[config.mk]
export PLATFORM = sky130hd
export DESIGN_NAME = sync_fifo
export DESIGN_NICKNAME = d
export VERILOG_FILES = /design/src/logic/sync_fifo.sv
export SDC_FILE = /design/constraint.sdc
export NUM_CORES = 1
export LEC_CHECK = 0
export BUFFER_PORTS_ARGS = -buffer_cell sky130_fd_sc_hd__buf_2
export CORE_UTILIZATION = 45
export CTS_BUF_LIST = sky130_fd_sc_hd__clkbuf_4 sky130_fd_sc_hd__clkbuf_8
export CTS_CLUSTER_DIAMETER = 30
export DETAILED_ROUTE_END_ITERATION = 12
export PLACE_DENSITY = 0.61
export SYNTH_ARGS = -nofsm -noshare
export SYNTH_HDL_FRONTEND = slang
export SYNTH_SLANG_ARGS = --single-unit
[constraint.sdc]
create_clock -name clk -period 2.46 [get_ports clk]
set_input_delay 0.369 -clock clk [delete_from_list [all_inputs] [get_ports clk]]
set_output_delay 0.369 -clock clk [all_outputs]
set_load 0.01 [all_outputs]
[src/logic/sync_fifo.sv]
// show-ahead register FIFO; writes while full are dropped and reads while empty are ignored
`timescale 1ns/100ps

module sync_fifo #(
	parameter int WIDTH = 8,
	parameter int DEPTH = 16,
	parameter int ALF_LEVEL = 12
) (
	input logic clk,
	input logic rst_n,
	input logic wr,
	input logic [WIDTH-1:0] din,
	input logic rd,
	output logic [WIDTH-1:0] dout,
	output logic empty,
	output logic alf
);

	localparam int AW = (DEPTH > 1) ? $clog2(DEPTH) : 1;
	localparam int CW = $clog2(DEPTH + 1);

	logic [WIDTH-1:0] mem [DEPTH];
	logic [AW-1:0] wr_ptr;
	logic [AW-1:0] rd_ptr;
	logic [CW-1:0] fill;
	logic full;
	logic push;
	logic pop;

	// wraps at DEPTH, so any depth works
	function automatic logic [AW-1:0] ptr_inc(input logic [AW-1:0] p);
		return (p == AW'(DEPTH - 1)) ? '0 : p + 1'b1;
	endfunction

	assign full = (fill == CW'(DEPTH));
	assign empty = (fill == '0);
	assign alf = (fill >= CW'(ALF_LEVEL));
	assign push = wr && !full;
	assign pop = rd && !empty;
	assign dout = mem[rd_ptr]; // head entry, no read latency

	always_ff @(posedge clk) begin
		if (push) begin
			mem[wr_ptr] <= din;
		end
	end

	always_ff @(posedge clk or negedge rst_n) begin
		if (!rst_n) begin
			wr_ptr <= '0;
			rd_ptr <= '0;
			fill <= '0;
		end else begin
			if (push) begin
				wr_ptr <= ptr_inc(wr_ptr);
			end
			if (pop) begin
				rd_ptr <= ptr_inc(rd_ptr);
			end
			if (push && !pop) begin
				fill <= fill + 1'b1;
			end else if (pop && !push) begin
				fill <= fill - 1'b1;
			end
		end
	end

endmodule

==> results.sh <==
export IMPL_r2r_start="fill[2]$_DFFE_PN0P_"
export IMPL_area_growth_syn_to_layout_pct=18.4
export IMPL_ys_types=36
export IMPL_num_nets_final=406
export IMPL_clockBufferDepth=2
export IMPL_hold_slack_ns=0.321
export IMPL_cts_sinks=141
export IMPL_synth_area_top_cells="edfxtp_1, mux4_2, dfrtp_1"
export IMPL_slew_headroom=0.365
export IMPL_power_w=0.00807
export IMPL_cts_tree="built"
export IMPL_min_period_ns=2.65
export IMPL_r2r_end="fill[4]$_DFFE_PN0P_"
export IMPL_core_rowCount=41
export IMPL_cellPowerDensity_nw_per_um2=1160
export IMPL_synth_top_cell_area_share=0.656
export IMPL_cts_clk_slew_worst_paths_ns=0.07
export IMPL_rsz0062_at_grt="yes"
export IMPL_reg2reg_setup_slack_ns=0.07
export IMPL_synthesis_nets=351
export IMPL_worstHoldStart="din[6]"
export IMPL_diodes=0
export IMPL_arrival_ns=2.28
export IMPL_layout_drive_gt1_share=0.381
export IMPL_cp_required_ns=2.09
export IMPL_leakage_nw=2.42
export IMPL_netlist_instances=328
export IMPL_critPathKind="reg -> out"
export IMPL_timing_hold_violations_final=0
export IMPL_overflow=0
export IMPL_antenna_found_initial=0
export IMPL_yosys_top_cells_count="edfxtp_1, mux4_2, nand2_1"
export IMPL_worst_path_dominant_cell_family="multiplexers"
export IMPL_synth_flop_cell="edfxtp_1"
export IMPL_worst_slew_pin_slew_ns=0.950
export IMPL_synthArstFlopShare=0.0922
export IMPL_cp_num_buf_inv=3
export IMPL_fin_area_um2=6940
export IMPL_worstHoldEndpoint="mem[15][6]$_DFFE_PP_"
export IMPL_core_um2=12700
export IMPL_max_cap_viol_count=0
export IMPL_gp_congestion=0.769
export IMPL_synth_largest_area_cell="edfxtp_1"
export IMPL_whs_path_depth=1
export IMPL_worst_path_max_delay_cell="mux4_2"
export IMPL_die_height_um=116
export IMPL_initial_core_util=0.463
export IMPL_r2r_cells=10
export IMPL_place_area_um2=6290
export IMPL_crit_path_max_fanout=6
export IMPL_postRouteAntennaNets=0
export IMPL_htreeDepth=4
export IMPL_track_usage=0.194
export IMPL_fillers=1006
export IMPL_dp_hpwl_um=7680
export IMPL_yosysMostFrequentCell="edfxtp_1"
export IMPL_period_share=1.08
export IMPL_drt_iter0_drc=220
export IMPL_grtUsageMet1=0.266
export IMPL_cts_buffers=17
export IMPL_grt_max_degree=19
export IMPL_ys_ff_latch=141
export IMPL_routedWlPerCell_um=20.4
export IMPL_slew_viol_final=0
export IMPL_wl_um=11600
export IMPL_outcome="complete, but fails checks"
export IMPL_place_ws_ns=0.0283
export IMPL_crit_path_end_kind="output pin"
export IMPL_syn_area_um2=5860
export IMPL_insertion_delay_ns=0.44
export IMPL_grt_pass1_wl_um=17700
export IMPL_numPortBuffers=21
export IMPL_drc_errors=0
export IMPL_violations="setup timing"
export IMPL_cts_root_buffer="clkbuf_8"
export IMPL_critPathLaunchType="register"
export IMPL_setup_viol=8
export IMPL_ioPinCount=22
export IMPL_hold_class="in -> reg"
export IMPL_busiest_layer="met2"
export IMPL_final_util=0.548
export IMPL_fp_dieW_um=116
export IMPL_syn_area_per_cell_um2=17.9
export IMPL_use_met2=0.292
export IMPL_use_met3=0.0592
export IMPL_die_area_um2=13500
export IMPL_skew_ns=0.00668
export IMPL_ys_warnings_count=0
export IMPL_slowest_delay_ns=0.50
export IMPL_fmax_mhz=378
export IMPL_ir_drop_mv=0.566
export IMPL_grt_pass1_vias=2991
export IMPL_layout_setup_ws_ns=-0.186
export IMPL_vias=3041
export IMPL_synth_edf_count=128
export IMPL_viasPerCell=5.35
export IMPL_path_cells="buf_6 -> buf_12 -> mux4_2 -> nor2b_2 -> a221o_1 -> buf_2"
export IMPL_drtPass1Iterations=4
export IMPL_synth_seq_area_share=0.711
worst register-to-register path, delay by kind of cell (launching register included):
| kind | cells | cell delay, ns |
|---|---|---|
| adders and majority gates | 2 | 0.38 |
| muxes | 1 | 0.22 |
| AOI/OAI and AO/OA | 3 | 0.52 |
| xor gates and xnor gates | 1 | 0.13 |
| DFF | 1 | 0.38 |
| and+or+nand+nor | 1 | 0.55 |
| buffers and inverters | 2 | 0.14 |
registers in the layout, summed over array words and instances, names as in the netlist:
register  cells
wr_ptr        4
mem         128
fill          5
rd_ptr        4
cell families (layout without fill, tap and decap cells):
family / count (synthesis) / count (layout) / share of synthesized area
buffers and inverters: 32 / 100 / 0.0299
XOR/XNOR: 6 / 6 / 0.00897
multiplexers: 41 / 41 / 0.131
flip-flops: 141 / 141 / 0.711
AND/OR/NAND/NOR: 56 / 56 / 0.0436
adder cells (fa/ha/maj): 11 / 11 / 0.0248
AO/OA/AOI/OAI: 41 / 41 / 0.0504
cells in the final DEF (no fill, tap or decap), types with 6 or more instances in the layout:
| master | synthesis | layout |
|---|---|---|
| nand2_1 | 18 | 17 |
| o21ai_1 | 12 | 10 |
| dfrtp_1 | 13 | 11 |
| nor2_1 | 16 | 16 |
| nor2b_1 | 8 | 7 |
| buf_2 | 4 | 20 |
| clkbuf_8 | 0 | 21 |
| inv_1 | 15 | 6 |
| buf_4 | 1 | 22 |
| inv_2 | 1 | 9 |
| edfxtp_1 | 128 | 128 |
| mux2_4 | 10 | 10 |
| a221o_1 | 8 | 8 |
| ha_1 | 10 | 8 |
| mux4_2 | 24 | 24 |
per-layer routing:
layer	share of wire	up-vias
li1	-	1397
met1	0.45	1536
met2	0.48	94
met3	0.059	14
met4	0.014	0
met5	0	-
per-stage QoR:
step                      cells  TNS (ns)
after floorplan             328         0
after global placement      527         0
after detailed placement    527         0
after CTS                   564     -1.62
after global routing        568     -1.87
final                       568     -1.11
final cells by class:
cell class	count	area [um2]	share of cell area
multi-input cells	155	1650	0.238
inverters	16	62.6	0.00902
repair buffers	52	429	0.0619
clock inverters	6	83.8	0.0121
well taps	172	215	0.0310
clock buffers	26	327	0.0471
flip-flops and latches	141	4170	0.601
power breakdown:
group	total, W	internal, W	switching [W]
clock network	0.00185	0.00106	0.000791
logic	0.00309	0.00154	0.00155
registers	0.00313	0.00293	0.000203
total	0.00807	0.00553	0.00254
timing repair:
action | in CTS | in global routing
hold buffers | 1 | 0
buffers inserted | 3 | 4
endpoints found under the hold margin | 13 | 0
gates cloned | 1 | 1
pin swaps | 4 | 8
resized for setup | 17 | 15
setup endpoints to repair | 8 | 9
worst max-delay path by stage:
stage | start | endpoint | slack (ns) | cells past startpoint
finish | rd_ptr[0]$_DFFE_PN0P_ | dout[3] | -0.19 | 6
global route | rd_ptr[0]$_DFFE_PN0P_ | dout[3] | -0.26 | 6
CTS | rd_ptr[0]$_DFFE_PN0P_ | dout[3] | -0.22 | 6
detailed placement | fill[3]$_DFFE_PN0P_ | fill[4]$_DFFE_PN0P_ | 0.03 | 10
global placement | fill[3]$_DFFE_PN0P_ | fill[4]$_DFFE_PN0P_ | 0.06 | 10
floorplan | fill[3]$_DFFE_PN0P_ | fill[4]$_DFFE_PN0P_ | 0.01 | 10
(Power assumes the default switching activity.)
