--- config.mk ---
export PLATFORM = sky130hd
export DESIGN_NAME = action_engine
export DESIGN_NICKNAME = d
export VERILOG_FILES = /design/src/logic/gac_pkg.sv /design/src/logic/action_engine.sv
export VERILOG_INCLUDE_DIRS = /design/src /design/src/logic
export SDC_FILE = /design/constraint.sdc
export NUM_CORES = 1
export LEC_CHECK = 0
export BUFFER_PORTS_ARGS = -buffer_cell sky130_fd_sc_hd__buf_2
export CORE_AREA = 2 2 224 226
export CTS_BUF_LIST = sky130_fd_sc_hd__clkbuf_8
export DETAILED_ROUTE_END_ITERATION = 7
export DIE_AREA = 0 0 226 228
export GPL_TIMING_DRIVEN = 0
export HOLD_SLACK_MARGIN = 0.12
export PLACE_DENSITY_LB_ADDON = 0.08
export SETUP_SLACK_MARGIN = 0.02
export SLEW_MARGIN = 20
export SYNTH_ARGS = -nofsm -noshare
export SYNTH_HDL_FRONTEND = slang
export SYNTH_SLANG_ARGS = --single-unit
--- constraint.sdc ---
create_clock -name clk -period 2.9 [get_ports clk]
set_clock_uncertainty 0.15 [all_clocks]
set_input_delay 0.435 -clock clk [delete_from_list [all_inputs] [get_ports clk]]
set_output_delay 0.435 -clock clk [all_outputs]
set_load 0.02 [all_outputs]
--- src/logic/gac_config.svh ---
// build-time constants; FIFO almost-full levels must stay below their depths
`ifndef GAC_CONFIG_SVH
`define GAC_CONFIG_SVH

// ******************************
// data path widths
// ******************************
`define GAC_PKT_W 134 // 6 bit flags + 128 bit word
`define GAC_MD_W 256

// fifo sizing
`define GAC_PKT_DEPTH 1024
`define GAC_MD_DEPTH 256
`define GAC_PKT_ALF_LEVEL 512 // half full
`define GAC_MD_ALF_LEVEL 250 // leaves room for in-flight records

// ******************************
// module ids
// ******************************
`define GAC_LMID 4 // this stage
`define GAC_NMID 5 // next stage in the pipeline
`define GAC_PASS_MID 6 // cpu sourced packets without an action

`endif

--- src/logic/gac_pkg.sv ---
// field positions follow the switch header layout; metadata reuses the packet header positions
`include "gac_config.svh"

package gac_pkg;

	typedef logic [`GAC_PKT_W-1:0] pkt_word_t;
	typedef logic [`GAC_MD_W-1:0] md_t;
	typedef logic [31:0] act_word_t;
	typedef logic [7:0] tbl_addr_t;
	typedef logic [5:0] cpuid_t; // thread id or port
	typedef logic [7:0] mid_t;
	typedef logic [31:0] count_t;

	// packet word
	localparam int TAG_HI = 133;
	localparam int TAG_LO = 132;
	localparam logic [1:0] TAG_HEAD = 2'b01;
	localparam logic [1:0] TAG_MID = 2'b11;
	localparam logic [1:0] TAG_TAIL = 2'b10;
	localparam int FLG_HI = 133;
	localparam int FLG_LO = 128;
	localparam int PKT_SRC = 127;
	localparam int PKT_DST = 126;
	localparam int INPORT_HI = 125;
	localparam int INPORT_LO = 120;
	localparam int OUT_TYPE_HI = 119;
	localparam int OUT_TYPE_LO = 118;
	localparam int OUT_PORT_HI = 117;
	localparam int OUT_PORT_LO = 112;
	localparam int PRI_HI = 111;
	localparam int PRI_LO = 109;
	localparam int DISCARD = 108;
	localparam int MID_HI = 87; // also the metadata destination
	localparam int MID_LO = 80;
	localparam int CPU_SRC = 50;

	// metadata index, action word
	localparam int MD_IDX_HI = 57;
	localparam int MD_IDX_LO = 50;
	localparam int ACT_TYPE_HI = 31;
	localparam int ACT_TYPE_LO = 28;
	localparam int ACT_PORT_HI = 5;
	localparam int ACT_PORT_LO = 0;
	localparam int ACT_MID_HI = 7;
	localparam int ACT_MID_LO = 0;

	typedef enum logic [2:0] {
		ES_IDLE,
		ES_LOOKUP,
		ES_WAIT,
		ES_HEADER,
		ES_TRANS,
		ES_DISCARD
	} engine_state_t;

	typedef enum logic [2:0] {
		CS_IDLE,
		CS_WRITE,
		CS_READ,
		CS_WAIT,
		CS_ACK
	} cfg_state_t;

endpackage

--- src/logic/action_engine.sv ---
// packets are at least two words; out_alf is checked only at packet start, so the sink must take a whole packet
`timescale 1ns/100ps
`include "gac_config.svh"

module action_engine
	import gac_pkg::*;
(
	input logic clk,
	input logic rst_n,
	input cpuid_t sys_max_cpuid,
	input logic in_valid_wr,
	input pkt_word_t pkt_head,
	input logic pkt_empty,
	input md_t md_head,
	input logic md_empty,
	input act_word_t act_word,
	input logic out_alf,
	output logic pkt_rd,
	output logic md_rd,
	output tbl_addr_t tbl_addr,
	output pkt_word_t out_data,
	output logic out_data_wr,
	output logic out_valid_wr
);

	localparam int PW = $clog2(`GAC_PKT_DEPTH) + 1;

	engine_state_t state;
	engine_state_t state_nxt;
	logic [PW-1:0] pend_cnt; // complete packets in the fifo
	cpuid_t rr_id;
	logic [6:0] rr_step;
	logic [3:0] act_type;
	logic local_md;
	logic start;
	logic is_tail;
	logic hdr_pass; // header word goes out
	pkt_word_t hdr_word;
	pkt_word_t data_nxt;
	logic wr_nxt;
	logic valid_nxt;

	assign act_type = act_word[ACT_TYPE_HI:ACT_TYPE_LO];
	assign local_md = (md_head[MID_HI:MID_LO] == mid_t'(`GAC_LMID));
	assign start = (pend_cnt != '0) && !md_empty && !pkt_empty && !out_alf;
	assign is_tail = (pkt_head[TAG_HI:TAG_LO] == TAG_TAIL);
	assign rr_step = {1'b0, rr_id} + 7'd1;

	// ******************************
	// header rewrite
	// ******************************
	always_comb begin
		hdr_word = {pkt_head[FLG_HI:FLG_LO], md_head[FLG_LO-1:0]};
		hdr_pass = 1'b1;
		case (act_type)
			4'd1, 4'd2: begin // to a cpu thread
				hdr_word[PKT_DST] = 1'b1;
				hdr_word[OUT_TYPE_HI:OUT_TYPE_LO] = 2'd1;
				hdr_word[OUT_PORT_HI:OUT_PORT_LO] = (act_type == 4'd2) ? rr_id :
					act_word[ACT_PORT_HI:ACT_PORT_LO];
				hdr_word[MID_HI:MID_LO] = mid_t'(`GAC_NMID);
			end
			4'd3: begin // to a physical port
				hdr_word[PKT_DST] = 1'b0;
				hdr_word[OUT_TYPE_HI:OUT_TYPE_LO] = 2'd0;
				hdr_word[OUT_PORT_HI:OUT_PORT_LO] = act_word[ACT_PORT_HI:ACT_PORT_LO];
				hdr_word[MID_HI:MID_LO] = mid_t'(`GAC_NMID);
			end
			4'd4: begin // out port stays from metadata
				hdr_word[PKT_DST] = 1'b1;
				hdr_word[OUT_TYPE_HI:OUT_TYPE_LO] = 2'd0;
				hdr_word[MID_HI:MID_LO] = act_word[ACT_MID_HI:ACT_MID_LO];
			end
			default: begin
				// no action: only cpu sourced packets survive
				hdr_word = pkt_head;
				hdr_word[MID_HI:MID_LO] = mid_t'(`GAC_PASS_MID);
				hdr_pass = pkt_head[CPU_SRC];
			end
		endcase
	end

	// ******************************
	// packet state machine
	// ******************************
	always_comb begin
		state_nxt = state;
		pkt_rd = 1'b0;
		md_rd = 1'b0;
		wr_nxt = 1'b0;
		valid_nxt = 1'b0;
		data_nxt = pkt_head;
		case (state)
			ES_IDLE: begin
				if (start) begin
					if (local_md) begin
						state_nxt = ES_LOOKUP;
					end else begin
						md_rd = 1'b1; // other module, pass as is
						state_nxt = ES_TRANS;
					end
				end
			end
			ES_LOOKUP: state_nxt = ES_WAIT;
			ES_WAIT: state_nxt = ES_HEADER; // act_word valid next cycle
			ES_HEADER: begin
				pkt_rd = 1'b1;
				md_rd = 1'b1;
				data_nxt = hdr_word;
				wr_nxt = hdr_pass;
				state_nxt = hdr_pass ? ES_TRANS : ES_DISCARD;
			end
			ES_TRANS: begin
				if (!pkt_empty) begin
					pkt_rd = 1'b1;
					wr_nxt = 1'b1;
					valid_nxt = is_tail;
					if (is_tail) begin
						state_nxt = ES_IDLE;
					end
				end
			end
			ES_DISCARD: begin
				if (!pkt_empty) begin
					pkt_rd = 1'b1; // drop one word per cycle
					if (is_tail) begin
						state_nxt = ES_IDLE;
					end
				end
			end
			default: state_nxt = ES_IDLE;
		endcase
	end

	always_ff @(posedge clk or negedge rst_n) begin
		if (!rst_n) begin
			state <= ES_IDLE;
			pend_cnt <= '0;
			rr_id <= '0;
			tbl_addr <= '0;
			out_data_wr <= 1'b0;
			out_valid_wr <= 1'b0;
		end else begin
			state <= state_nxt;
			out_data_wr <= wr_nxt;
			out_valid_wr <= valid_nxt;
			if (state == ES_IDLE) begin
				tbl_addr <= md_head[MD_IDX_HI:MD_IDX_LO];
			end
			if (in_valid_wr && !(state == ES_IDLE && start)) begin
				pend_cnt <= pend_cnt + 1'b1;
			end else if (!in_valid_wr && state == ES_IDLE && start) begin
				pend_cnt <= pend_cnt - 1'b1;
			end
			if (state == ES_HEADER && act_type == 4'd2) begin
				// wrap before reaching sys_max_cpuid
				rr_id <= (rr_step < {1'b0, sys_max_cpuid}) ? rr_step[5:0] : '0;
			end
		end
	end

	always_ff @(posedge clk) begin
		out_data <= data_nxt;
	end

endmodule

==> insert_results.sql <==
INSERT INTO impl_metrics (metric_group, metric, value, unit) VALUES
('status', 'run_status', 'finished with violations', ''),
('power', 'worst_ir_drop_vdd', '0.284', 'mV'),
('worst_hold_path', 'hold_class', 'input port to flip-flop', ''),
('timing', 'timing_max_transition_violations_final', '0', ''),
('timing', 'grt_setup_unrepaired', 'true', ''),
('global_routing', 'track_usage', '11.6', '%'),
('placement', 'detailed_place_hpwl', '22600', 'µm'),
('route', 'vias_per_cell', '3.47', ''),
('timing', 'report.final.setup_viol', '1', ''),
('timing', 'hold_slack', '204', 'ps'),
('cts', 'cts-root-to-sink-buffers', '2', ''),
('cts', 'numClockSinks', '164', ''),
('logic_synthesis', 'synth-seq-area-share', '52.0', '%'),
('global_routing', 'grt_first_pass_wirelength', '43600', 'µm'),
('worst_setup_path', 'critPathCaptureType', 'flip-flop', ''),
('logic_synthesis', 'cell_area_synth', '6610', 'µm²'),
('global_routing', 'global_route.overflow_total', '0', ''),
('global_routing', 'via_count_of_the_first_global_routing_pass', '7438', ''),
('power', 'power', '7.57', 'mW'),
('worst_setup_path', 'critical_path.startpoint_type', 'flip-flop', ''),
('cts', 'cts-root-buf', 'clkbuf_8', ''),
('logic_synthesis', 'ys.flop_type', 'dfxtp_1', ''),
('cells_and_area', 'final_layout_size_suffix_gt1_share', '50.5', '%'),
('global_routing', 'largest_net_degree_at_the_start_of_global_routing', '31', ''),
('cells_and_area', 'stdcell_count', '1946', ''),
('route', 'dr.pass1.iters', '4', ''),
('placement', 'port-buffer-count', '428', ''),
('logic_synthesis', 'synthesized_flop_and_latch_total', '164', ''),
('cts', 'cts_h_tree_depth', '4', ''),
('die', 'die_height', '228', 'µm'),
('worst_setup_path', 'worstPathMaxFanout', '5', ''),
('power', 'pwr_density_cell', '585', 'nW/µm²'),
('timing', 'layout_setup_ws', '-17.7', 'ps'),
('timing', 'max_freq', '343', 'MHz'),
('die', 'floorplan.initialDensity', '13.4', '%'),
('logic_synthesis', 'synth_enable_flop_cells', '0', ''),
('timing', 'worst_slew_margin_rel', '45.4', '%'),
('timing', 'finalWorstPathRequiredPeriod', '2920', 'ps'),
('placement', 'routabilityCongestion', '0.768', ''),
('cts', 'clk_latency', '540', 'ps'),
('die', 'top_level_ports', '580', ''),
('logic_synthesis', 'synth_async_sr_flop_share', '18.3', '%'),
('route', 'routed_wire_length_per_instance', '15.2', 'µm'),
('cts', 'cts-buffers-inserted', '17', ''),
('route', 'drt-initial-drc-count', '177', ''),
('flow_run', 'drv_cap', '0', ''),
('logic_synthesis', 'synth_nets', '987', ''),
('logic_synthesis', 'synth_unique_cells', '60', ''),
('timing', 'setup_total_negative_slack', '-17.7', 'ps'),
('global_routing', 'number_of_antenna_violations_at_the_first_check_in_global_routing', '0', ''),
('timing', 'final_hold_violating_endpoints', '0', ''),
('worst_setup_path', 'worstPathArrival', '3200', 'ps'),
('status', 'failed_checks', 'negative setup slack', ''),
('power', 'power.leakage', '6.13', 'nW'),
('cells_and_area', 'area_growth_syn_to_layout', '95.8', '%'),
('cells_and_area', 'diodes', '0', ''),
('logic_synthesis', 'syn-instance-count', '537', ''),
('cts', 'worst_setup_hold_path_clk_slew', '100', 'ps'),
('placement', 'place_inst', '1637', ''),
('worst_setup_path', 'timing_worst_setup_path_type', 'flip-flop to flip-flop', ''),
('route', 'wl', '29600', 'µm'),
('die', 'floorplan.die_area', '51500', 'µm²'),
('logic_synthesis', 'mean_instance_size_in_the_synthesized_netlist', '12.3', 'µm²'),
('logic_synthesis', 'ys.warnings.count', '0', ''),
('timing', 'tightest_slew', '819', 'ps'),
('timing', 'min_period_over_period', '101', '%'),
('route', 'drcViolationCount', '0', ''),
('worst_setup_path', 'cp_data_required_time', '3190', 'ps'),
('cells_and_area', 'post-route-util', '26.2', '%'),
('route', 'routed-via-count', '6755', ''),
('cells_and_area', 'nets', '1711', ''),
('route', 'antenna_violating_nets_post_route', '0', ''),
('cts', 'cts_tree', 'yes', ''),
('die', 'row_count', '82', ''),
('die', 'die_width', '226', 'µm'),
('die', 'floorplan.core_area', '49300', 'µm²');
[what timing repair did]
item,in CTS,in global routing
cloned,1,0
resized for setup,17,9
setup buffers,12,4
pin swaps,14,13
hold endpoints to repair,176,0
hold buffers,261,0
setup endpoints to repair,10,13
[worst paths after layout]
path / slack (ps) / startpoint / endpoint / depth (start not counted)
worst min-delay path: 200 / md_head[112] / out_data[112] / 5
worst max-delay path: -20 / pend_cnt[0] / pend_cnt[10] / 10
min in group asynchronous: 360 / rst_n / tbl_addr[5] / 2
worst min register to register: 320 / tbl_addr[6] / tbl_addr[6] / 2
max in group asynchronous: 1650 / rst_n / pend_cnt[0] / 2
worst max register to register: -20 / pend_cnt[0] / pend_cnt[10] / 10
[logic make-up (layout without fill, tap and decap cells)]
logic type | count (synthesis) | in the layout | synth area share, %
xor gates and xnor gates | 14 | 14 | 2.14
buffers and inverters | 36 | 772 | 3.09
DFF | 164 | 164 | 51.9
AOI/OAI and AO/OA | 85 | 85 | 8.75
adders and majority gates | 16 | 16 | 3.14
and+or+nand+nor | 101 | 102 | 7.93
muxes | 121 | 121 | 23.0
[layer usage]
metal | vias up | routed length [µm] | global-route usage (%)
li1 | 3363 | - | -
met1 | 3138 | 11700 | 12.3
met2 | 217 | 15300 | 20.8
met3 | 37 | 1790 | 3.83
met4 | 0 | 735 | 5.36
met5 | - | 0 | 0
[power breakdown]
part / internal [mW] / total, mW / switching [mW]
sequential: 2.57 / 2.79 / 0.220
clock: 0.860 / 1.85 / 0.989
combinational: 1.51 / 2.93 / 1.41
total: 4.95 / 7.57 / 2.62
[cells in the mapped netlist, drive strengths merged, types with 2 or more instances]
cell type,n,share of area (%)
a21oi,20,1.6
o21ai,20,1.5
and2,2,0.21
or3,2,0.19
nand3b,3,0.45
nor3,6,0.70
a31oi,3,0.28
o211ai,2,0.23
inv,13,0.74
mux2,121,23
nand2,40,2.3
clkbuf,7,0.40
and3,3,0.28
xnor2,10,1.6
ha,15,2.8
a211oi,3,0.34
buf,16,1.9
a311oi,2,0.27
a21o,6,0.70
a22oi,6,0.68
dfrtp,30,11
nand2b,2,0.19
xor2,4,0.53
nor2b,4,0.38
a22o,11,1.5
o22ai,2,0.19
a2111oi,2,0.27
dfxtp,134,41
o221a,2,0.34
o21bai,2,0.23
nand3,10,0.95
nor4,4,0.38
nor2,20,1.3
[layout by cell type, fill, tap and decap left out, drive strengths merged, types with 10 or more instances in the layout]
cell and n:
o21ai 20, dfxtp 134, clkbuf 27, nor2 20, a21oi 20, nand3 10
buf 460, dlygate4sd3 261, ha 15, xnor2 10, dfrtp 30, mux2 121
a22o 11, inv 19, nand2 41
[worst max-delay path: stages, from the launching register on]
cell and delay [ps]:
dfrtp_2 440, nor4_4 340, nand3_2 160, nand3_4 140, nand2_8 100, ha_4 320, a21oi_4 60, o221a_1 270
o211a_1 270, o221a_2 240, a2111o_1 330
[final cells by class]
cell class	instances	area, µm²
Timing Repair Buffer	705	4880
Clock inverter	11	123
Buffer	22	151
Inverter	13	48.8
Multi-Input combinational cell	338	3170
Tap cell	672	841
Sequential cell	164	3440
Fill cell	5347	36400
Clock buffer	21	289
[stage by stage]
stage / setup WS (ps) / area, µm²
4_1_cts: -98.5 / 12800
5_1_grt: -132 / 12900
6_report: -17.7 / 12900
3_3_place_gp: -797 / 9650
3_5_place_dp: -682 / 9650
2_1_floorplan: 45.6 / 6670
[registers in the layout, indices dropped and copies added (netlist names)]
register,flops
out_data,134
out_data_wr,1
out_valid_wr,1
pend_cnt,11
rr_id,6
state,3
tbl_addr,8
Note: power is estimated with default switching activity, not from simulation.
